--- src/stream_macros.svh ---
// ####################
// stream reader macros
// bus, FIFO and counter sizes
// ####################

`ifndef STREAM_MACROS_SVH
`define STREAM_MACROS_SVH

// data and address bus width
`define STREAM_BUS_W 32

// address FIFO entries, power of two, at least 2
`define STREAM_FIFO_DEPTH 4

// element count and beat counter width
`define STREAM_CNT_W 16

// bytes per bus word
`define STREAM_BYTES (`STREAM_BUS_W/8)

`endif

--- src/stream_pkg.sv ---
// ####################
// stream reader types
// job, flags, beat and address views
// ####################

`include "stream_macros.svh"

package stream_pkg;

  // one job as written by the host
  typedef struct packed {
    logic [`STREAM_BUS_W-1:0] base_addr; // first byte address
    logic [`STREAM_CNT_W-1:0] stride;    // byte step
    logic [`STREAM_CNT_W-1:0] tot_len;   // number of elements
  } stream_ctrl_t;

  // job status seen by the host
  typedef struct packed {
    logic ready_start; // idle, new job accepted
    logic busy;        // job in progress
    logic done;        // one cycle pulse
  } stream_flags_t;

  // output stream beat
  typedef struct packed {
    logic [`STREAM_BUS_W-1:0] data;
    logic                     last; // final beat of the job
  } stream_beat_t;

  // byte address, raw or split into word index and byte offset
  typedef union packed {
    logic [`STREAM_BUS_W-1:0] raw;
    struct packed {
      logic [`STREAM_BUS_W-3:0] word_idx;
      logic [1:0]               byte_off;
    } f;
  } stream_addr_u;

  // controller states
  typedef enum logic [1:0] {
    IDLE    = 2'd0,
    WORKING = 2'd1,
    DRAIN   = 2'd2
  } stream_state_e;

endpackage

--- src/stream_addr_gen.sv ---
// ####################
// stream address generator
// steps from base by stride, one address per transfer
// ####################

`timescale 1ns/1ns

`include "stream_macros.svh"

module stream_addr_gen import stream_pkg::*; (
  input  logic         clk_i,
  input  logic         rst_ni,
  input  logic         start_i,
  input  stream_ctrl_t ctrl_i,
  output logic         addr_valid_o,
  input  logic         addr_ready_i,
  output stream_addr_u addr_o,
  output logic         gen_done_o
);

  stream_addr_u             addr_q;
  logic [`STREAM_CNT_W-1:0] remain_q;   // addresses still to hand out
  logic                     done_q;
  logic                     xfer;
  logic [`STREAM_BUS_W-1:0] stride_ext;

  // stride is unsigned, widen to the bus
  assign stride_ext = {{(`STREAM_BUS_W-`STREAM_CNT_W){1'b0}}, ctrl_i.stride};

  assign addr_valid_o = (remain_q != '0);
  assign xfer         = addr_valid_o & addr_ready_i;
  assign addr_o       = addr_q;
  assign gen_done_o   = done_q;

  // current address
  always_ff @(posedge clk_i) begin
    if (start_i) begin
      addr_q.raw <= ctrl_i.base_addr;
    end else if (xfer) begin
      addr_q.raw <= addr_q.raw + stride_ext; // next element
    end
  end

  // remaining count
  always_ff @(posedge clk_i or negedge rst_ni) begin
    if (!rst_ni) begin
      remain_q <= '0;
    end else if (start_i) begin
      remain_q <= ctrl_i.tot_len;
    end else if (xfer) begin
      remain_q <= remain_q - 1'b1;
    end
  end

  // done holds until the next job
  always_ff @(posedge clk_i or negedge rst_ni) begin
    if (!rst_ni) begin
      done_q <= 1'b0;
    end else if (start_i) begin
      done_q <= 1'b0;
    end else if (xfer && remain_q == 1) begin
      done_q <= 1'b1; // last address handed over
    end
  end

endmodule

--- src/stream_fifo.sv ---
// ####################
// address FIFO
// circular buffer, valid/ready on both sides
// ####################

`timescale 1ns/1ns

`include "stream_macros.svh"

module stream_fifo import stream_pkg::*; (
  input  logic         clk_i,
  input  logic         rst_ni,
  input  logic         push_valid_i,
  output logic         push_ready_o,
  input  stream_addr_u push_data_i,
  output logic         pop_valid_o,
  input  logic         pop_ready_i,
  output stream_addr_u pop_data_o,
  output logic         empty_o
);

  localparam int unsigned DEPTH = `STREAM_FIFO_DEPTH;
  localparam int unsigned PTR_W = $clog2(DEPTH);
  localparam int unsigned CNT_W = PTR_W + 1;

  stream_addr_u     mem_q [DEPTH];
  logic [PTR_W-1:0] wptr_q;
  logic [PTR_W-1:0] rptr_q;
  logic [CNT_W-1:0] fill_q;
  logic             push;
  logic             pop;

  assign push_ready_o = (fill_q != CNT_W'(DEPTH));
  assign pop_valid_o  = (fill_q != '0);
  assign empty_o      = (fill_q == '0);
  assign push         = push_valid_i & push_ready_o;
  assign pop          = pop_valid_o & pop_ready_i;
  assign pop_data_o   = mem_q[rptr_q]; // storage is the output register

  always_ff @(posedge clk_i) begin
    if (push) begin
      mem_q[wptr_q] <= push_data_i;
    end
  end

  // pointers and fill level
  always_ff @(posedge clk_i or negedge rst_ni) begin
    if (!rst_ni) begin
      wptr_q <= '0;
      rptr_q <= '0;
      fill_q <= '0;
    end else begin
      if (push) wptr_q <= wptr_q + 1'b1; // wraps at depth
      if (pop) rptr_q <= rptr_q + 1'b1;
      if (push && !pop) begin
        fill_q <= fill_q + 1'b1;
      end else if (pop && !push) begin
        fill_q <= fill_q - 1'b1;
      end
    end
  end

endmodule

--- src/stream_source.sv ---
// ####################
// stream source engine
// job FSM, Wishbone classic reads, realign, beat output
// ####################

`timescale 1ns/1ns

`include "stream_macros.svh"

module stream_source import stream_pkg::*; (
  input  logic                       clk_i,
  input  logic                       rst_ni,
  input  logic                       start_i,
  input  stream_ctrl_t               ctrl_i,
  input  logic                       gen_done_i,
  input  logic                       fifo_valid_i,
  output logic                       fifo_ready_o,
  input  stream_addr_u               fifo_data_i,
  input  logic                       fifo_empty_i,
  output logic                       wb_cyc_o,
  output logic                       wb_stb_o,
  output logic                       wb_we_o,
  output logic [`STREAM_BUS_W-1:0]   wb_adr_o,
  output logic [`STREAM_BYTES-1:0]   wb_sel_o,
  input  logic [`STREAM_BUS_W-1:0]   wb_dat_i,
  input  logic                       wb_ack_i,
  output stream_beat_t               beat_o,
  output logic                       beat_valid_o,
  input  logic                       beat_ready_i,
  output stream_flags_t              flags_o
);

  stream_state_e            cs, ns;
  logic                     req_q;      // cyc and stb
  logic [`STREAM_BUS_W-1:0] adr_q;
  logic [1:0]               off_q;      // byte offset of the access
  stream_beat_t             beat_q;
  logic                     beat_valid_q;
  logic [`STREAM_CNT_W-1:0] beat_cnt_q; // beats accepted downstream
  logic                     cnt_clr;
  logic                     issue;
  logic                     ack;
  logic                     beat_xfer;
  logic [`STREAM_BUS_W-1:0] rdata_aligned;

  // one access at a time, never while a beat is held
  assign issue     = !req_q & fifo_valid_i & !beat_valid_q;
  assign ack       = req_q & wb_ack_i;
  assign beat_xfer = beat_valid_q & beat_ready_i;

  assign wb_cyc_o     = req_q;
  assign wb_stb_o     = req_q;
  assign wb_we_o      = 1'b0;        // read only
  assign wb_adr_o     = adr_q;
  assign wb_sel_o     = '1;
  assign fifo_ready_o = ack;         // pop in the ack cycle
  assign beat_o       = beat_q;
  assign beat_valid_o = beat_valid_q;

  // drop the leading bytes, zero fill on top
  assign rdata_aligned = wb_dat_i >> {off_q, 3'b000};

  always_ff @(posedge clk_i or negedge rst_ni) begin
    if (!rst_ni) begin
      req_q <= 1'b0;
    end else if (issue) begin
      req_q <= 1'b1;
    end else if (ack) begin
      req_q <= 1'b0;
    end
  end

  // word aligned address and offset of the head entry
  always_ff @(posedge clk_i) begin
    if (issue) begin
      adr_q <= {fifo_data_i.f.word_idx, 2'b00};
      off_q <= fifo_data_i.f.byte_off;
    end
  end

  // output register payload
  always_ff @(posedge clk_i) begin
    if (ack) begin
      beat_q.data <= rdata_aligned;
      beat_q.last <= (beat_cnt_q + 1'b1 == ctrl_i.tot_len); // earlier beats all gone
    end
  end

  always_ff @(posedge clk_i or negedge rst_ni) begin
    if (!rst_ni) begin
      beat_valid_q <= 1'b0;
    end else if (ack) begin
      beat_valid_q <= 1'b1;
    end else if (beat_xfer) begin
      beat_valid_q <= 1'b0;
    end
  end

  always_ff @(posedge clk_i or negedge rst_ni) begin
    if (!rst_ni) begin
      beat_cnt_q <= '0;
    end else if (cnt_clr) begin
      beat_cnt_q <= '0;
    end else if (beat_xfer) begin
      beat_cnt_q <= beat_cnt_q + 1'b1;
    end
  end

  always_ff @(posedge clk_i or negedge rst_ni) begin
    if (!rst_ni) begin
      cs <= IDLE;
    end else begin
      cs <= ns;
    end
  end

  // job control
  always_comb begin
    ns                  = cs;
    cnt_clr             = 1'b0;
    flags_o.ready_start = 1'b0;
    flags_o.busy        = 1'b1;
    flags_o.done        = 1'b0;
    case (cs)
      IDLE: begin
        flags_o.ready_start = 1'b1;
        flags_o.busy        = 1'b0;
        if (start_i) ns = WORKING;
      end
      WORKING: begin
        if (gen_done_i) ns = DRAIN; // all addresses in the FIFO
      end
      DRAIN: begin
        if (fifo_empty_i && beat_cnt_q == ctrl_i.tot_len) begin
          ns           = IDLE;
          flags_o.done = 1'b1;
          cnt_clr      = 1'b1;
        end
      end
      default: ns = IDLE;
    endcase
  end

endmodule

--- src/stream_reader_top.sv ---
// ####################
// memory read streamer
// address generator, FIFO and source engine
// ####################

`timescale 1ns/1ns

`include "stream_macros.svh"

module stream_reader_top import stream_pkg::*; (
  input  logic                     clk_i,
  input  logic                     rst_ni,
  input  logic                     start_i,
  input  stream_ctrl_t             ctrl_i,
  output logic                     wb_cyc_o,
  output logic                     wb_stb_o,
  output logic                     wb_we_o,
  output logic [`STREAM_BUS_W-1:0] wb_adr_o,
  output logic [`STREAM_BYTES-1:0] wb_sel_o,
  input  logic [`STREAM_BUS_W-1:0] wb_dat_i,
  input  logic                     wb_ack_i,
  output stream_beat_t             beat_o,
  output logic                     beat_valid_o,
  input  logic                     beat_ready_i,
  output stream_flags_t            flags_o
);

  logic         start_taken; // start seen only in idle
  logic         gen_done;
  logic         addr_valid;
  logic         addr_ready;
  stream_addr_u addr_data;
  logic         fifo_valid;
  logic         fifo_ready;
  stream_addr_u fifo_data;
  logic         fifo_empty;

  assign start_taken = start_i & flags_o.ready_start;

  stream_addr_gen stream_addr_gen_inst (
    .clk_i        (clk_i),
    .rst_ni       (rst_ni),
    .start_i      (start_taken),
    .ctrl_i       (ctrl_i),
    .addr_valid_o (addr_valid),
    .addr_ready_i (addr_ready),
    .addr_o       (addr_data),
    .gen_done_o   (gen_done)
  );

  stream_fifo stream_fifo_inst (
    .clk_i        (clk_i),
    .rst_ni       (rst_ni),
    .push_valid_i (addr_valid),
    .push_ready_o (addr_ready),
    .push_data_i  (addr_data),
    .pop_valid_o  (fifo_valid),
    .pop_ready_i  (fifo_ready),
    .pop_data_o   (fifo_data),
    .empty_o      (fifo_empty)
  );

  stream_source stream_source_inst (
    .clk_i        (clk_i),
    .rst_ni       (rst_ni),
    .start_i      (start_i),
    .ctrl_i       (ctrl_i),
    .gen_done_i   (gen_done),
    .fifo_valid_i (fifo_valid),
    .fifo_ready_o (fifo_ready),
    .fifo_data_i  (fifo_data),
    .fifo_empty_i (fifo_empty),
    .wb_cyc_o     (wb_cyc_o),
    .wb_stb_o     (wb_stb_o),
    .wb_we_o      (wb_we_o),
    .wb_adr_o     (wb_adr_o),
    .wb_sel_o     (wb_sel_o),
    .wb_dat_i     (wb_dat_i),
    .wb_ack_i     (wb_ack_i),
    .beat_o       (beat_o),
    .beat_valid_o (beat_valid_o),
    .beat_ready_i (beat_ready_i),
    .flags_o      (flags_o)
  );

endmodule

--- config.mk ---
export PLATFORM = sky130hd
export DESIGN_NAME = stream_reader_top
export DESIGN_NICKNAME = d
export VERILOG_FILES = /design/src/stream_pkg.sv /design/src/stream_addr_gen.sv /design/src/stream_fifo.sv /design/src/stream_source.sv /design/src/stream_reader_top.sv
export VERILOG_INCLUDE_DIRS = /design/src
export SDC_FILE = /design/constraint.sdc
export NUM_CORES = 1
export LEC_CHECK = 0
export ABC_CLOCK_PERIOD_IN_PS = 3500
export BUFFER_PORTS_ARGS = -buffer_cell sky130_fd_sc_hd__buf_4
export CAP_MARGIN = 30
export CORE_MARGIN = 5
export CORE_UTILIZATION = 50
export CTS_CLUSTER_SIZE = 20
export DETAILED_ROUTE_END_ITERATION = 10
export PLACE_DENSITY = 0.74
export SLEW_MARGIN = 30
export SYNTH_ARGS = -nofsm -noshare
export SYNTH_HDL_FRONTEND = slang
export SYNTH_HIERARCHICAL = 1
export SYNTH_SLANG_ARGS = --single-unit
--- constraint.sdc ---
create_clock -name clk_i -period 3.5 [get_ports clk_i]
set_clock_uncertainty 0.05 [all_clocks]
set_input_delay 0.525 -clock clk_i [delete_from_list [all_inputs] [get_ports clk_i]]
set_output_delay 0.525 -clock clk_i [all_outputs]
set_load 0.03 [all_outputs]
Word-level counts from Yosys, hierarchy flattened

Memories as Yosys holds them, arrays and structs flattened. A register that Yosys moved wholly into a read port is not among the register bits.
Index checks and enable logic that the tools add are counted.

Bitwise logic cells: 7
Equal/unequal tests: 9
Reduce and logical (&&, ||, !) cells: 19
Mux-type cells: 23
Shifts and indexed selects: 1
$add $sub $neg: 7

Operators by type and width:

| cell                                                 | number |
|---|---|
| 2-to-1 mux 16 bit                                    | 4 |
| 2-to-1 mux 32 bit                                    | 2 |
| adder 32 x 16 -> 32 bit                              | 1 |
| equality test 16 bit                                 | 2 |
| >> shifter 32 x 5 -> 32 bit                          | 1 |
| adder 16 x 1 -> 16 bit, second input constant        | 1 |
| equality test 16 x 1 -> 1 bit, second input constant | 1 |
| nonzero test 16 bit                                  | 1 |
| subtractor 16 x 1 -> 16 bit, second input constant   | 1 |
| nonzero test 2 bit                                   | 6 |
| 2-to-1 mux 1 bit                                     | 10 |
| 2-to-1 mux 2 bit                                     | 4 |
| AND 1 bit                                            | 7 |
| 2-to-1 mux 3 bit                                     | 2 |
| one-hot mux 2 bit (3 select lines)                   | 1 |
| adder 2 x 1 -> 2 bit, second input constant          | 2 |
| logical AND 1 bit                                    | 4 |
| logical NOT 1 bit                                    | 4 |
| != test 2 bit, second input constant                 | 2 |
| adder 3 x 1 -> 3 bit, second input constant          | 1 |
| logical NOT 3 bit                                    | 1 |
| != test 3 bit, second input constant                 | 1 |
| AND reduction 3 bit                                  | 1 |
| nonzero test 3 bit                                   | 1 |
| 5 further kinds                                      | 5 |

Register bits: 109
Output and inout port bits: 76
Memories: 1
Bits in writable memories: 128
Input bits: 101

Memory list:

| name                   | depth | bits a word | rd ports | clocked after memory_dff | wr ports | RTL line          | source |
|---|---|---|---|---|---|---|---|
| stream_fifo_inst.mem_q | 4     | 32          | 1        | 1                        | 1        | stream_fifo.sv:26 | `stream_addr_u mem_q [DEPTH];` |

Logic depth before layout (Yosys ltp)

Gate-level depths: netlist of run 1.

Depth after elaboration: 6
Mapped depth: 10

Cells and area by module

Netlist of run 1, hierarchy kept.

Modules (own cells, without submodules):

| module            | instances | area each (um^2) | cells each |
|---|---|---|---|
| stream_fifo       | 1         | 5084.9           | 204 |
| stream_source     | 1         | 4108.9           | 350 |
| stream_addr_gen   | 1         | 3397.0           | 369 |
| stream_reader_top | 1         | 6.3              | 1 |

Worst setup path before layout of run 1

No wires, ideal clock.

Path type: flip-flop to flip-flop
Start: register stream_source_inst.req_q (netlist: stream_source_inst/wb_cyc_o)
End: register stream_source_inst.off_q[0] (read register of stream_fifo_inst.mem_q) (enable)
Setup slack: -36 ps
Arrival: 3015 ps
Stages on the path, launching flop included: 2
Library setup time: 471 ps
Cells stage by stage: dfrtp_1 > nor3b_1

Word-level cells in the longest chain between the ends: 3

Ends and longest elaborated chain:

| item                               | RTL line            | source |
|---|---|---|
| start, declared                    | stream_source.sv:34 | `logic req_q;` |
| start signal, assigned             | stream_source.sv:65 | `req_q <= 1'b0;` |
| start signal, assigned             | stream_source.sv:67 | `req_q <= 1'b1;` |
| start signal, assigned             | stream_source.sv:69 | `req_q <= 1'b0;` |
| logical NOT 1 bit                  | stream_source.sv:47 | `assign issue = !req_q & fifo_valid_i & !beat_valid_q;` |
| AND 1 bit (2 in a row)             | stream_source.sv:47 |  |
| named net stream_source_inst.issue | stream_source.sv:41 | `logic issue;` |
| end, declared                      | stream_source.sv:36 | `logic [1:0] off_q;` |

The timed path passes the listed nets, and every way through them passes these cells.
A chain may end at the register's enable or synchronous reset.

Final worst setup path of run 1

Start: register stream_addr_gen_inst.addr_q (netlist bit stream_addr_gen_inst/addr_o[0])
End: register stream_addr_gen_inst.addr_q (netlist bit stream_addr_gen_inst/addr_o[28]), data pin

Word-level cells in the longest chain between the ends: 3

Ends and longest elaborated chain:

| item                    | RTL line              | source |
|---|---|---|
| start, declared         | stream_addr_gen.sv:21 | `stream_addr_u addr_q;` |
| adder 32 x 16 -> 32 bit | stream_addr_gen.sv:40 | `addr_q.raw <= addr_q.raw + stride_ext;` |
| 2-to-1 mux 32 bit       | stream_addr_gen.sv:39 | `end else if (xfer) begin` |
| 2-to-1 mux 32 bit       | stream_addr_gen.sv:37 | `if (start_i) begin` |

Every way passes these cells. The select of a mux whose other input is x is not followed.

==> metrics.txt, run 1 <==
# TYPE chip_impl_metric gauge
chip_impl_info{name="run_status",value="finished, final reports clean"} 1
chip_impl_metric{name="route.vias.total",unit=""} 7926
chip_impl_info{name="rsz0062_at_grt",value="no"} 1
chip_impl_metric{name="cts.reportedPaths.clkPinSlew",unit="ps"} 60
chip_impl_metric{name="mean_area_per_synthesized_cell",unit="sq um"} 13.6
chip_impl_metric{name="share_of_the_yosys_chip_area_belonging_to_registers",unit=""} 0.624
chip_impl_metric{name="worst_hold_path.num_cells",unit=""} 3
chip_impl_metric{name="power.share.clock",unit=""} 0.195
chip_impl_metric{name="wire_per_inst",unit="microns"} 18.6
chip_impl_info{name="tritoncts",value="built"} 1
chip_impl_metric{name="ios",unit=""} 177
chip_impl_metric{name="dr.first_iter.drc_count",unit=""} 654
chip_impl_metric{name="tightest_slew",unit="ps"} 847
chip_impl_metric{name="timing.final.max_slew_violations",unit=""} 0
chip_impl_metric{name="place.gp.congestion",unit=""} 0.884
chip_impl_metric{name="tritoncts_num_sinks",unit=""} 269
chip_impl_metric{name="final.period_utilization",unit=""} 0.862
chip_impl_info{name="worst_r2r_endpoint",value="stream_addr_gen_inst/addr_o[28]"} 1
chip_impl_metric{name="grt_pass1_wl",unit="microns"} 43100
chip_impl_metric{name="grt_start_max_net_pins",unit=""} 67
chip_impl_metric{name="cts-buffers-inserted",unit=""} 28
chip_impl_metric{name="synth.cell_area",unit="sq um"} 12600
chip_impl_metric{name="power_switching",unit="mW"} 5.01
chip_impl_metric{name="cts_buffer_depth",unit=""} 3
chip_impl_metric{name="slew_headroom",unit=""} 0.435
chip_impl_metric{name="finalNetCount",unit=""} 1225
chip_impl_metric{name="insertedDiodeCount",unit=""} 0
chip_impl_metric{name="dp_cells",unit=""} 1396
chip_impl_metric{name="worst-path-max-fanout",unit=""} 7
chip_impl_info{name="final_common_cell",value="sky130_fd_sc_hd__edfxtp_1"} 1
chip_impl_metric{name="globalRouteTotalUtil",unit=""} 0.188
chip_impl_info{name="layout.cells.most_common_list",value="225 x sky130_fd_sc_hd__edfxtp_1, 186 x sky130_fd_sc_hd__buf_4, 93 x sky130_fd_sc_hd__nand2_1, 58 x sky130_fd_sc_hd__xnor2_1, 57 x sky130_fd_sc_hd__nor2_1"} 1
chip_impl_metric{name="post_route_cells_drive_above_1_share",unit=""} 0.257
chip_impl_metric{name="netlist_instances",unit=""} 924
chip_impl_metric{name="grt_pass1_vias",unit=""} 8023
chip_impl_metric{name="detail-route-antenna-nets",unit=""} 0
chip_impl_info{name="timing.critical_path.from_type",value="flip-flop"} 1
chip_impl_metric{name="edff_count_synth",unit=""} 225
chip_impl_metric{name="wirelength",unit="microns"} 26800
chip_impl_metric{name="power.sequential.fraction",unit=""} 0.457
chip_impl_info{name="timing.setup.critical_path_class",value="flip-flop to flip-flop"} 1
chip_impl_metric{name="p_int",unit="mW"} 9.27
chip_impl_metric{name="comb_power_share",unit=""} 0.348
chip_impl_metric{name="finalHoldViolations",unit=""} 0
chip_impl_metric{name="timing.critical_path.arrival",unit="ps"} 3270
chip_impl_metric{name="initial_utilization",unit=""} 0.505
chip_impl_metric{name="final_cell_count_without_fillers",unit=""} 1446
chip_impl_metric{name="power.density_cell_area",unit="nW/um^2"} 950
chip_impl_metric{name="library_cells_used_by_synthesis",unit=""} 74
chip_impl_metric{name="vdd.ir_drop.worst",unit="V"} 0.000471
chip_impl_metric{name="reg2regPathDepth",unit=""} 9
chip_impl_metric{name="postSynth.asyncResetShare",unit=""} 0.164
chip_impl_info{name="worst_hold_path.endpoint",value="stream_addr_gen_inst/remain_q[14]"} 1
chip_impl_info{name="cpMaxStageDelayCell",value="sky130_fd_sc_hd__edfxtp_1"} 1
chip_impl_metric{name="achievable-frequency",unit="MHz"} 331
chip_impl_metric{name="tns",unit="ps"} 0
chip_impl_metric{name="clk_latency",unit="ps"} 540
chip_impl_metric{name="grt_antenna_before_repair",unit=""} 0
chip_impl_metric{name="path_buf_inv",unit=""} 0
chip_impl_metric{name="cp_data_required_time",unit="ps"} 3750
chip_impl_info{name="dominantRegCellSynth",value="sky130_fd_sc_hd__edfxtp_1"} 1
chip_impl_metric{name="detailedRoute.firstPassIterationCount",unit=""} 5
chip_impl_metric{name="hpwl",unit="microns"} 18700
chip_impl_metric{name="die_width",unit="microns"} 169
chip_impl_metric{name="critPathMaxStageDelay",unit="ps"} 450
chip_impl_metric{name="layout_min_cycle_time",unit="ps"} 3020
chip_impl_metric{name="switching_part_of_the_total_power",unit=""} 0.351
chip_impl_metric{name="rrSetupSlack",unit="ps"} 480
chip_impl_metric{name="drt-vias-per-instance",unit=""} 5.48
chip_impl_metric{name="total_leakage_power",unit="nW"} 5.63
chip_impl_metric{name="fp-row-count",unit=""} 58
chip_impl_metric{name="h-tree-depth",unit=""} 1
chip_impl_metric{name="fp.dieArea",unit="sq um"} 28500
chip_impl_info{name="hold_removal_path_class",value="input port to flip-flop"} 1
chip_impl_info{name="setup.worst_path.end_class",value="flip-flop"} 1
chip_impl_info{name="crit_family",value="compound AO/OA/AOI/OAI gates"} 1
chip_impl_metric{name="drt_drc_violations_left",unit=""} 0
chip_impl_metric{name="fin_total_pwr",unit="mW"} 14.3
chip_impl_metric{name="synthToLayoutAreaGrowth",unit="%"} 19.4
chip_impl_info{name="critical_path.reg2reg.startpoint",value="stream_addr_gen_inst/addr_o[0]"} 1
chip_impl_metric{name="chipHeight",unit="microns"} 169
chip_impl_metric{name="setup_viol_count_final",unit=""} 0
chip_impl_metric{name="ys_ff_latch",unit=""} 269
chip_impl_metric{name="grt_overflow_total",unit=""} 0
chip_impl_metric{name="numPortBuffers",unit=""} 169
chip_impl_info{name="timing.hold.worst.start",value="ctrl_i[14]"} 1
chip_impl_metric{name="filler_cell_count",unit=""} 1990
chip_impl_metric{name="ys_warn_count",unit=""} 6
chip_impl_info{name="worstPathCellList",value="ha_1 > fa_1 > a21o_1 > a221oi_2 > o2bb2ai_2 > or3b_1 > nor2_1 > a31oi_1 > o2bb2a_2"} 1
chip_impl_metric{name="drv_cap",unit=""} 0
chip_impl_metric{name="final_core_utilization",unit=""} 0.602
chip_impl_metric{name="coreArea",unit="sq um"} 25000
chip_impl_info{name="clk_root_buffer_cell",value="sky130_fd_sc_hd__clkbuf_16"} 1
metrics by stage:
stage	hold WS, ps	setup slack, ps	cell area (sq um)
3_3_place_gp	413	325	14100
4_1_cts	139	481	15000
6_report	165	481	15000
5_1_grt	176	377	15000
3_5_place_dp	441	307	14100
2_1_floorplan	179	645	12600
synth_stat cells, types with 4 or more instances:
cell type                  number  share of area
sky130_fd_sc_hd__buf_2         10         0.0040
sky130_fd_sc_hd__o21ai_1       11         0.0044
sky130_fd_sc_hd__and3_1         8         0.0040
sky130_fd_sc_hd__edfxtp_1     225           0.54
sky130_fd_sc_hd__clkbuf_1      22         0.0066
sky130_fd_sc_hd__nor2_1        57          0.017
sky130_fd_sc_hd__a211oi_1      10         0.0060
sky130_fd_sc_hd__nand2b_1       4         0.0020
sky130_fd_sc_hd__o31ai_1        5         0.0030
sky130_fd_sc_hd__mux4_1         4         0.0083
sky130_fd_sc_hd__buf_4         10         0.0060
sky130_fd_sc_hd__nand3_1       17         0.0068
sky130_fd_sc_hd__ha_1          25          0.025
sky130_fd_sc_hd__nand2_1       93          0.028
sky130_fd_sc_hd__dfrtp_1       44          0.087
sky130_fd_sc_hd__mux2_2         5         0.0045
sky130_fd_sc_hd__a31oi_1        5         0.0025
sky130_fd_sc_hd__nor2b_1       13         0.0065
sky130_fd_sc_hd__inv_1         16         0.0048
sky130_fd_sc_hd__and2_1        21          0.010
sky130_fd_sc_hd__mux4_2        28          0.050
sky130_fd_sc_hd__o21ai_0       55          0.022
sky130_fd_sc_hd__mux2i_1       17          0.014
sky130_fd_sc_hd__nand4_1        8         0.0040
sky130_fd_sc_hd__or3_1          4         0.0020
sky130_fd_sc_hd__xnor2_1       58          0.040
sky130_fd_sc_hd__nor4_1         4         0.0020
sky130_fd_sc_hd__a21oi_1       33          0.013
sky130_fd_sc_hd__nor3_1        11         0.0044
sky130_fd_sc_hd__xor2_1        25          0.017
sky130_fd_sc_hd__a21o_1         6         0.0036
power groups by stage:
stage | combinational (mW) | clock (mW) | sequential, mW
after CTS | 5.04 | 2.86 | 6.56
after global routing | 5.43 | 3.02 | 6.73
after floorplan | 3.19 | 0 | 6.77
after detailed placement | 5.02 | 0 | 6.61
final | 4.98 | 2.78 | 6.53
after global placement | 4.95 | 0 | 6.52
state kept, by name, indices dropped and copies added (netlist names), 2 cells and up:
register                       cells
stream_source_inst/cs              2
stream_fifo_inst/mem_q           128
stream_addr_gen_inst/addr_o       32
stream_fifo_inst/fill_q            3
stream_fifo_inst/wptr_q            2
stream_source_inst/off_q           2
stream_source_inst/wb_adr_o       30
stream_source_inst/beat_cnt_q     16
stream_source_inst/beat_o         33
stream_addr_gen_inst/remain_q     16
stream_fifo_inst/rptr_q            2
worst max-delay path by stage:
stage                                   startpoint                               to  slack, ps  cells after the start
floorplan                               ctrl_i[16]  stream_addr_gen_inst/addr_o[28]        650                      9
detailed placement                      ctrl_i[16]  stream_addr_gen_inst/addr_o[28]        310                     10
global placement                        ctrl_i[16]  stream_addr_gen_inst/addr_o[28]        320                     10
global route        stream_addr_gen_inst/addr_o[0]  stream_addr_gen_inst/addr_o[28]        380                      9
finish              stream_addr_gen_inst/addr_o[0]  stream_addr_gen_inst/addr_o[28]        480                      9
CTS                 stream_addr_gen_inst/addr_o[0]  stream_addr_gen_inst/addr_o[28]        480                      9
routing by layer:
metal | global-route usage | wire length [microns] | up-vias
li1 | - | - | 3783
met1 | 0.267 | 11700 | 3862
met2 | 0.308 | 12900 | 246
met3 | 0.0336 | 1780 | 35
met4 | 0.0395 | 449 | 0
met5 | 0 | 0 | -
area by class of cell:
cell class	instances	area [sq um]	share of cell area
multi-input combinational	595	4420	0.294
inverter	16	60.1	0.00399
clock inverter	19	168	0.0112
sequential	269	7860	0.523
tap	330	413	0.0275
timing repair buffer	187	1410	0.0935
clock buffer	30	708	0.0471
repair_timing:
| item | CTS | global route |
|---|---|---|
| resized for setup | 0 | 0 |
| hold endpoints to repair | 44 | 0 |
| hold buffers | 1 | 0 |
| buffers inserted | 0 | 0 |
logic make-up after synthesis:
group	count (synthesis)	share of synthesized area
other	2	0.000596
xor gates and xnor gates	83	0.0577
AOI/OAI and AO/OA	155	0.0763
and+or+nand+nor	269	0.109
adders and majority gates	27	0.0280
buffers and inverters	65	0.0278
muxes	54	0.0764
DFF	269	0.624
tightest hold or removal path: stages:
cell	delay, ps
sky130_fd_sc_hd__buf_4	90
sky130_fd_sc_hd__nand2_1	40
sky130_fd_sc_hd__o21ai_1	60
No activity file was read; power rests on OpenSTA's default activity.
==> inputs of run 2 (changes only) <==
--- a/config.mk
+++ b/config.mk
@@ -6,14 +6,14 @@
 export SDC_FILE = /design/constraint.sdc
 export NUM_CORES = 1
 export LEC_CHECK = 0
-export ABC_CLOCK_PERIOD_IN_PS = 3500
+export ABC_CLOCK_PERIOD_IN_PS = 3800
 export BUFFER_PORTS_ARGS = -buffer_cell sky130_fd_sc_hd__buf_4
 export CAP_MARGIN = 30
 export CORE_MARGIN = 5
 export CORE_UTILIZATION = 50
 export CTS_CLUSTER_SIZE = 20
 export DETAILED_ROUTE_END_ITERATION = 10
-export PLACE_DENSITY = 0.74
+export PLACE_DENSITY = 0.71
 export SLEW_MARGIN = 30
 export SYNTH_ARGS = -nofsm -noshare
 export SYNTH_HDL_FRONTEND = slang
==> constraint.sdc (replaced) <==
create_clock -name clk_i -period 3.8 [get_ports clk_i]
set_clock_uncertainty 0.05 [all_clocks]
set_input_delay 0.57 -clock clk_i [delete_from_list [all_inputs] [get_ports clk_i]]
set_output_delay 0.57 -clock clk_i [all_outputs]
set_load 0.03 [all_outputs]
==> run 2 against run 1 <==
Against the previous run: flip-flop and latch count did not move; cell count fell by 0.14%; combinational power fell by 10%; fmax fell by 4.1%; sequential power fell by 6.9%; worst hold slack improved by 51 ps; register-to-register slack improved by 170 ps; critical path type unchanged; critical endpoint unchanged; highest routed layer unchanged.
==> metrics.txt, run 2 (synthesized netlist as in run 1, its figures left out) <==
# TYPE chip_impl_metric gauge
chip_impl_info{name="run_status",value="finished, final reports clean"} 1
chip_impl_info{name="cpMaxStageDelayCell",value="sky130_fd_sc_hd__edfxtp_1"} 1
chip_impl_metric{name="critPathMaxStageDelay",unit="ps"} 480
chip_impl_metric{name="total_leakage_power",unit="nW"} 5.60
chip_impl_metric{name="timing.final.max_slew_violations",unit=""} 0
chip_impl_metric{name="chipHeight",unit="microns"} 169
chip_impl_info{name="worst_r2r_endpoint",value="stream_addr_gen_inst/addr_o[28]"} 1
chip_impl_metric{name="setup_viol_count_final",unit=""} 0
chip_impl_metric{name="tritoncts_num_sinks",unit=""} 269
chip_impl_metric{name="worst-path-max-fanout",unit=""} 7
chip_impl_metric{name="insertedDiodeCount",unit=""} 0
chip_impl_metric{name="cts-buffers-inserted",unit=""} 28
chip_impl_metric{name="slew_headroom",unit=""} 0.409
chip_impl_metric{name="dr.first_iter.drc_count",unit=""} 506
chip_impl_metric{name="timing.critical_path.arrival",unit="ps"} 3390
chip_impl_metric{name="post-cts-setup-buffer-count",unit=""} 0
chip_impl_metric{name="clk_latency",unit="ps"} 540
chip_impl_metric{name="hpwl",unit="microns"} 18800
chip_impl_metric{name="coreArea",unit="sq um"} 25000
chip_impl_info{name="layout.cells.most_common_list",value="225 x sky130_fd_sc_hd__edfxtp_1, 181 x sky130_fd_sc_hd__buf_4, 93 x sky130_fd_sc_hd__nand2_1, 58 x sky130_fd_sc_hd__xnor2_1, 57 x sky130_fd_sc_hd__nor2_1"} 1
chip_impl_metric{name="cts_buffer_depth",unit=""} 3
chip_impl_metric{name="reg2regPathDepth",unit=""} 9
chip_impl_metric{name="globalRouteTotalUtil",unit=""} 0.189
chip_impl_metric{name="drv_cap",unit=""} 0
chip_impl_info{name="critical_path.reg2reg.startpoint",value="stream_addr_gen_inst/addr_o[0]"} 1
chip_impl_info{name="largest_register",value="stream_fifo_inst/mem_q"} 1
chip_impl_metric{name="path_buf_inv",unit=""} 0
chip_impl_info{name="tritoncts",value="built"} 1
chip_impl_info{name="timing.hold.worst.start",value="ctrl_i[9]"} 1
chip_impl_metric{name="grt_pass1_wl",unit="microns"} 43000
chip_impl_metric{name="final.period_utilization",unit=""} 0.829
chip_impl_metric{name="regArea",unit="sq um"} 7860
chip_impl_metric{name="final_standard_cell_area_without_fillers",unit="sq um"} 15000
chip_impl_metric{name="cts.reportedPaths.clkPinSlew",unit="ps"} 60
chip_impl_metric{name="detail-route-antenna-nets",unit=""} 0
chip_impl_metric{name="layout_min_cycle_time",unit="ps"} 3150
chip_impl_metric{name="rrSetupSlack",unit="ps"} 650
chip_impl_metric{name="route.vias.total",unit=""} 7882
chip_impl_metric{name="ios",unit=""} 177
chip_impl_metric{name="power.density_cell_area",unit="nW/um^2"} 877
chip_impl_metric{name="post_route_cells_drive_above_1_share",unit=""} 0.253
chip_impl_metric{name="place.gp.congestion",unit=""} 0.863
chip_impl_metric{name="filler_cell_count",unit=""} 1972
chip_impl_info{name="worstPathCellList",value="ha_1 > fa_1 > a21o_1 > a221oi_2 > o2bb2ai_2 > or3b_1 > nor2_1 > a31oi_1 > o2bb2a_2"} 1
chip_impl_metric{name="initial_utilization",unit=""} 0.505
chip_impl_metric{name="drt-vias-per-instance",unit=""} 5.46
chip_impl_info{name="final_common_cell",value="sky130_fd_sc_hd__edfxtp_1"} 1
chip_impl_info{name="worst_hold_path.endpoint",value="stream_addr_gen_inst/remain_q[9]"} 1
chip_impl_metric{name="wirelength",unit="microns"} 27000
chip_impl_metric{name="tightest_slew",unit="ps"} 887
chip_impl_metric{name="cp_data_required_time",unit="ps"} 4040
chip_impl_metric{name="multi_input_area",unit="sq um"} 4420
chip_impl_metric{name="vdd.ir_drop.worst",unit="V"} 0.000432
chip_impl_info{name="timing.critical_path.from_type",value="flip-flop"} 1
chip_impl_metric{name="die_width",unit="microns"} 169
chip_impl_metric{name="synthToLayoutAreaGrowth",unit="%"} 19.3
chip_impl_metric{name="achievable-frequency",unit="MHz"} 318
chip_impl_metric{name="fp-row-count",unit=""} 58
chip_impl_metric{name="largest_reg_flops",unit=""} 128
chip_impl_metric{name="tns",unit="ps"} 0
chip_impl_info{name="hold_removal_path_class",value="input port to flip-flop"} 1
chip_impl_metric{name="finalNetCount",unit=""} 1220
chip_impl_info{name="setup.worst_path.end_class",value="flip-flop"} 1
chip_impl_info{name="rsz0062_at_grt",value="no"} 1
chip_impl_metric{name="wire_per_inst",unit="microns"} 18.7
chip_impl_metric{name="detailedRoute.firstPassIterationCount",unit=""} 9
chip_impl_metric{name="worst_hold_path.num_cells",unit=""} 3
chip_impl_info{name="crit_family",value="compound AO/OA/AOI/OAI gates"} 1
chip_impl_metric{name="h-tree-depth",unit=""} 1
chip_impl_metric{name="grt_overflow_total",unit=""} 0
chip_impl_info{name="clk_root_buffer_cell",value="sky130_fd_sc_hd__clkbuf_16"} 1
chip_impl_metric{name="fp.dieArea",unit="sq um"} 28500
chip_impl_info{name="timing.setup.critical_path_class",value="flip-flop to flip-flop"} 1
chip_impl_metric{name="numPortBuffers",unit=""} 169
chip_impl_metric{name="grt_antenna_before_repair",unit=""} 0
chip_impl_metric{name="grt_pass1_vias",unit=""} 8012
chip_impl_metric{name="placement.cell_area",unit="sq um"} 14100
chip_impl_metric{name="finalHoldViolations",unit=""} 0
chip_impl_metric{name="drt_drc_violations_left",unit=""} 0
chip_impl_metric{name="grt_start_max_net_pins",unit=""} 51
## run 2: cell types whose count changed in the layout (fill, tap and decap cells not counted), sizes merged
cell / before / now
buf: 186 / 181
clkinv: 16 / 4
clkinvlp: 1 / 2
bufinv: 2 / 1
clkbuf: 30 / 43
inv: 16 / 18
## run 2: worst max-delay path by stage
stage,start,to,slack [ps],cells after the start
finish,stream_addr_gen_inst/addr_o[0],stream_addr_gen_inst/addr_o[28],650,9
global route,stream_addr_gen_inst/addr_o[0],stream_addr_gen_inst/addr_o[28],500,9
CTS,stream_addr_gen_inst/addr_o[0],stream_addr_gen_inst/addr_o[28],680,9
detailed placement,ctrl_i[16],stream_addr_gen_inst/addr_o[28],540,10
global placement,ctrl_i[16],stream_addr_gen_inst/addr_o[28],560,10
floorplan,stream_source_inst/wb_cyc_o,stream_source_inst/off_q[0],260,1
## run 2: layout make-up
class,instances,share of cell area
tap,330,0.0275
sequential,269,0.523
clock buffer,43,0.0544
inverter,16,0.00400
timing repair buffer,182,0.0911
multi-input combinational,595,0.294
clock inverter,9,0.00616
## run 2: metrics by stage
stage	power (mW)	setup slack [ps]	hold slack [ps]	cells	util
5_1_grt	14.0	501	201	1444	0.602
6_report	13.2	651	216	1444	0.602
3_5_place_dp	10.6	535	413	1391	0.565
3_3_place_gp	10.5	557	416	1391	0.565
2_1_floorplan	9.18	264	224	929	-
4_1_cts	13.3	676	184	1444	0.602
## run 2: power breakdown
part	switching (mW)	internal [mW]	leakage [nW]
combinational	2.55	1.90	2.45
sequential	0.958	5.13	2.71
clock	1.09	1.56	0.440
total	4.60	8.59	5.60
## run 2: worst reg2reg max path: cells and delay by family (launching register included)
family / cells / cell delay (ps)
AND/OR/NAND/NOR: 2 / 570
AO/OA/AOI/OAI: 5 / 1150
adder cells (fa/ha/maj): 2 / 660
flip-flops: 1 / 480
## run 2: repair_timing
action / CTS / global route
gates resized for setup: 0 / 0
setup endpoints to repair: 0 / 0
hold buffers: 1 / 0
endpoints found under the hold margin: 44 / 0
## run 2: routing by layer
layer,GRT usage,part of all wire,vias to the layer above
met5,0,0,-
met4,0.0483,0.018,0
met3,0.0285,0.055,42
met2,0.325,0.51,203
met1,0.254,0.42,3872
li1,-,-,3765
==> inputs of run 3 (changes only) <==
--- a/config.mk
+++ b/config.mk
@@ -6,7 +6,7 @@
 export SDC_FILE = /design/constraint.sdc
 export NUM_CORES = 1
 export LEC_CHECK = 0
-export ABC_CLOCK_PERIOD_IN_PS = 3800
+export ABC_CLOCK_PERIOD_IN_PS = 3190
 export BUFFER_PORTS_ARGS = -buffer_cell sky130_fd_sc_hd__buf_4
 export CAP_MARGIN = 30
 export CORE_MARGIN = 5
==> constraint.sdc (replaced) <==
create_clock -name clk_i -period 3.19 [get_ports clk_i]
set_clock_uncertainty 0.05 [all_clocks]
set_input_delay 0.4785 -clock clk_i [delete_from_list [all_inputs] [get_ports clk_i]]
set_output_delay 0.4785 -clock clk_i [all_outputs]
set_load 0.03 [all_outputs]
==> run 3 against run 2 <==
Against the previous run: core utilization is 0.16 points higher; largest power group unchanged; cell count is 0.48% higher; global-route usage is essentially flat; fmax grew 4.7%; wire length increased by 1.3%; setup slack got worse by 470 ps.
==> metrics.txt, run 3 (synthesized netlist as in run 1, its figures left out) <==
# TYPE chip_impl_metric gauge
chip_impl_info{name="run_status",value="finished, final reports clean"} 1
chip_impl_metric{name="globalRouteTotalUtil",unit=""} 0.189
chip_impl_info{name="clk_root_buffer_cell",value="sky130_fd_sc_hd__clkbuf_16"} 1
chip_impl_metric{name="fp.dieArea",unit="sq um"} 28500
chip_impl_metric{name="fin_total_pwr",unit="mW"} 15.8
chip_impl_metric{name="setup_viol_count_final",unit=""} 0
chip_impl_metric{name="timing.critical_path.arrival",unit="ps"} 3240
chip_impl_metric{name="grt_antenna_before_repair",unit=""} 0
chip_impl_metric{name="drv_cap",unit=""} 0
chip_impl_metric{name="clk_latency",unit="ps"} 530
chip_impl_metric{name="vdd.ir_drop.worst",unit="V"} 0.000567
chip_impl_info{name="timing.setup.critical_path_class",value="flip-flop to flip-flop"} 1
chip_impl_metric{name="multi_input_area",unit="sq um"} 4420
chip_impl_metric{name="globalRouteMet1Util",unit=""} 0.267
chip_impl_metric{name="layout_min_cycle_time",unit="ps"} 3010
chip_impl_metric{name="achievable-frequency",unit="MHz"} 333
chip_impl_metric{name="cp_data_required_time",unit="ps"} 3430
chip_impl_metric{name="timing.final.max_slew_violations",unit=""} 0
chip_impl_metric{name="drt_drc_violations_left",unit=""} 0
chip_impl_metric{name="total_leakage_power",unit="nW"} 5.64
chip_impl_metric{name="wire_per_inst",unit="microns"} 18.8
chip_impl_metric{name="detailedRoute.firstPassIterationCount",unit=""} 7
chip_impl_metric{name="fp-row-count",unit=""} 58
chip_impl_metric{name="final.period_utilization",unit=""} 0.942
chip_impl_metric{name="slew_headroom",unit=""} 0.389
chip_impl_info{name="setup.worst_path.end_class",value="flip-flop"} 1
chip_impl_metric{name="detail-route-antenna-nets",unit=""} 0
chip_impl_metric{name="finalNetCount",unit=""} 1228
chip_impl_metric{name="hpwl",unit="microns"} 18500
chip_impl_metric{name="grt_overflow_total",unit=""} 0
chip_impl_metric{name="route.vias.total",unit=""} 7993
chip_impl_metric{name="tightest_slew",unit="ps"} 916
chip_impl_metric{name="coreArea",unit="sq um"} 25000
chip_impl_metric{name="filler_cell_count",unit=""} 1994
chip_impl_metric{name="final_standard_cell_area_without_fillers",unit="sq um"} 15100
chip_impl_info{name="layout.cells.most_common_list",value="225 x sky130_fd_sc_hd__edfxtp_1, 188 x sky130_fd_sc_hd__buf_4, 93 x sky130_fd_sc_hd__nand2_1, 58 x sky130_fd_sc_hd__xnor2_1, 57 x sky130_fd_sc_hd__nor2_1"} 1
chip_impl_metric{name="dr.first_iter.drc_count",unit=""} 610
chip_impl_metric{name="grt_start_max_net_pins",unit=""} 99
chip_impl_metric{name="insertedDiodeCount",unit=""} 0
chip_impl_info{name="hold_removal_path_class",value="input port to flip-flop"} 1
chip_impl_metric{name="h-tree-depth",unit=""} 1
chip_impl_metric{name="cts_buffer_depth",unit=""} 3
chip_impl_info{name="tritoncts",value="built"} 1
chip_impl_info{name="final_common_cell",value="sky130_fd_sc_hd__edfxtp_1"} 1
chip_impl_metric{name="grt_pass1_vias",unit=""} 8133
chip_impl_metric{name="largest_reg_flops",unit=""} 128
chip_impl_metric{name="regArea",unit="sq um"} 7860
chip_impl_metric{name="post-cts-setup-buffer-count",unit=""} 0
chip_impl_metric{name="globalRouteMet3Util",unit=""} 0.0292
chip_impl_metric{name="wirelength",unit="microns"} 27300
chip_impl_metric{name="die_width",unit="microns"} 169
chip_impl_info{name="global_route.peak_usage_layer",value="met2"} 1
chip_impl_metric{name="tns",unit="ps"} 0
chip_impl_metric{name="chipHeight",unit="microns"} 169
chip_impl_metric{name="post_route_cells_drive_above_1_share",unit=""} 0.254
chip_impl_metric{name="synthToLayoutAreaGrowth",unit="%"} 19.6
chip_impl_metric{name="finalHoldViolations",unit=""} 0
chip_impl_info{name="rsz0062_at_grt",value="no"} 1
chip_impl_metric{name="cts.reportedPaths.clkPinSlew",unit="ps"} 60
chip_impl_metric{name="grt_pass1_wl",unit="microns"} 43300
chip_impl_metric{name="drt-vias-per-instance",unit=""} 5.51
chip_impl_metric{name="power.density_cell_area",unit="nW/um^2"} 1050
chip_impl_metric{name="place.gp.congestion",unit=""} 0.878
chip_impl_metric{name="worst-path-max-fanout",unit=""} 7
chip_impl_metric{name="initial_utilization",unit=""} 0.505
chip_impl_metric{name="placement.cell_area",unit="sq um"} 14200
chip_impl_metric{name="ios",unit=""} 177
chip_impl_metric{name="cts-buffers-inserted",unit=""} 28
chip_impl_info{name="largest_register",value="stream_fifo_inst/mem_q"} 1
chip_impl_metric{name="numPortBuffers",unit=""} 169
chip_impl_metric{name="tritoncts_num_sinks",unit=""} 269
chip_impl_metric{name="m2_gr_usage",unit=""} 0.316
chip_impl_info{name="timing.critical_path.from_type",value="flip-flop"} 1
[run 3: stage by stage]
| stage | std cells | hold WS [ps] | util | setup slack [ps] |
|---|---|---|---|---|
| floorplan | 929 | 133 | - | 347 |
| global placement | 1399 | 412 | 0.568 | 93.1 |
| detailed placement | 1399 | 427 | 0.568 | 62.8 |
| CTS | 1451 | 106 | 0.604 | 193 |
| global route | 1451 | 131 | 0.604 | 17.8 |
| finish | 1451 | 132 | 0.604 | 184 |
[run 3: cell type report]
type | count | share of cell area
flip-flops and latches | 269 | 0.522
multi-input cells | 595 | 0.293
repair buffers | 190 | 0.0957
clock buffers | 35 | 0.0482
well taps | 330 | 0.0274
clock inverters | 16 | 0.00963
inverters | 16 | 0.00399
[run 3: power breakdown]
part	internal, mW	leakage (nW)	total, mW	switching, mW
Combinational	2.32	2.49	5.56	3.23
Sequential	6.11	2.71	7.14	1.03
Clock	1.78	0.428	3.07	1.29
Total	10.2	5.64	15.8	5.55
[run 3: repair_timing]
item,CTS,global route
resized for setup,0,0
endpoints found under the hold margin,44,0
endpoints found under the setup margin,0,0
hold buffers,1,0
[run 3: critical path, cell delays in order, from the launching register on]
cell                        delay (ps)
sky130_fd_sc_hd__edfxtp_1          440
sky130_fd_sc_hd__ha_1              240
sky130_fd_sc_hd__fa_1              430
sky130_fd_sc_hd__a21o_1            230
sky130_fd_sc_hd__a221oi_2          310
sky130_fd_sc_hd__o2bb2ai_2         210
sky130_fd_sc_hd__or3b_1            430
sky130_fd_sc_hd__nor2_1            110
sky130_fd_sc_hd__a31oi_1            50
sky130_fd_sc_hd__o2bb2a_2          270
[run 3: routing by layer]
metal	up-vias	routed length [microns]
met3	27	1640
met5	-	0
met2	246	13500
li1	3781	-
met1	3939	11900
met4	0	331
[run 3: final timing paths]
kind                                                 from                           endpoint  cells after the start  slack, ps
setup / recovery           stream_addr_gen_inst/addr_o[0]    stream_addr_gen_inst/addr_o[28]                      9        180
hold / removal                                 ctrl_i[14]  stream_addr_gen_inst/remain_q[14]                      3        130
setup reg to reg           stream_addr_gen_inst/addr_o[0]    stream_addr_gen_inst/addr_o[28]                      9        180
hold reg to reg                stream_fifo_inst/rptr_q[1]         stream_fifo_inst/rptr_q[1]                      1        430
max in group asynchronous                          rst_ni         stream_fifo_inst/rptr_q[0]                      2       2220
min in group asynchronous                          rst_ni  stream_source_inst/beat_cnt_q[12]                      2        440
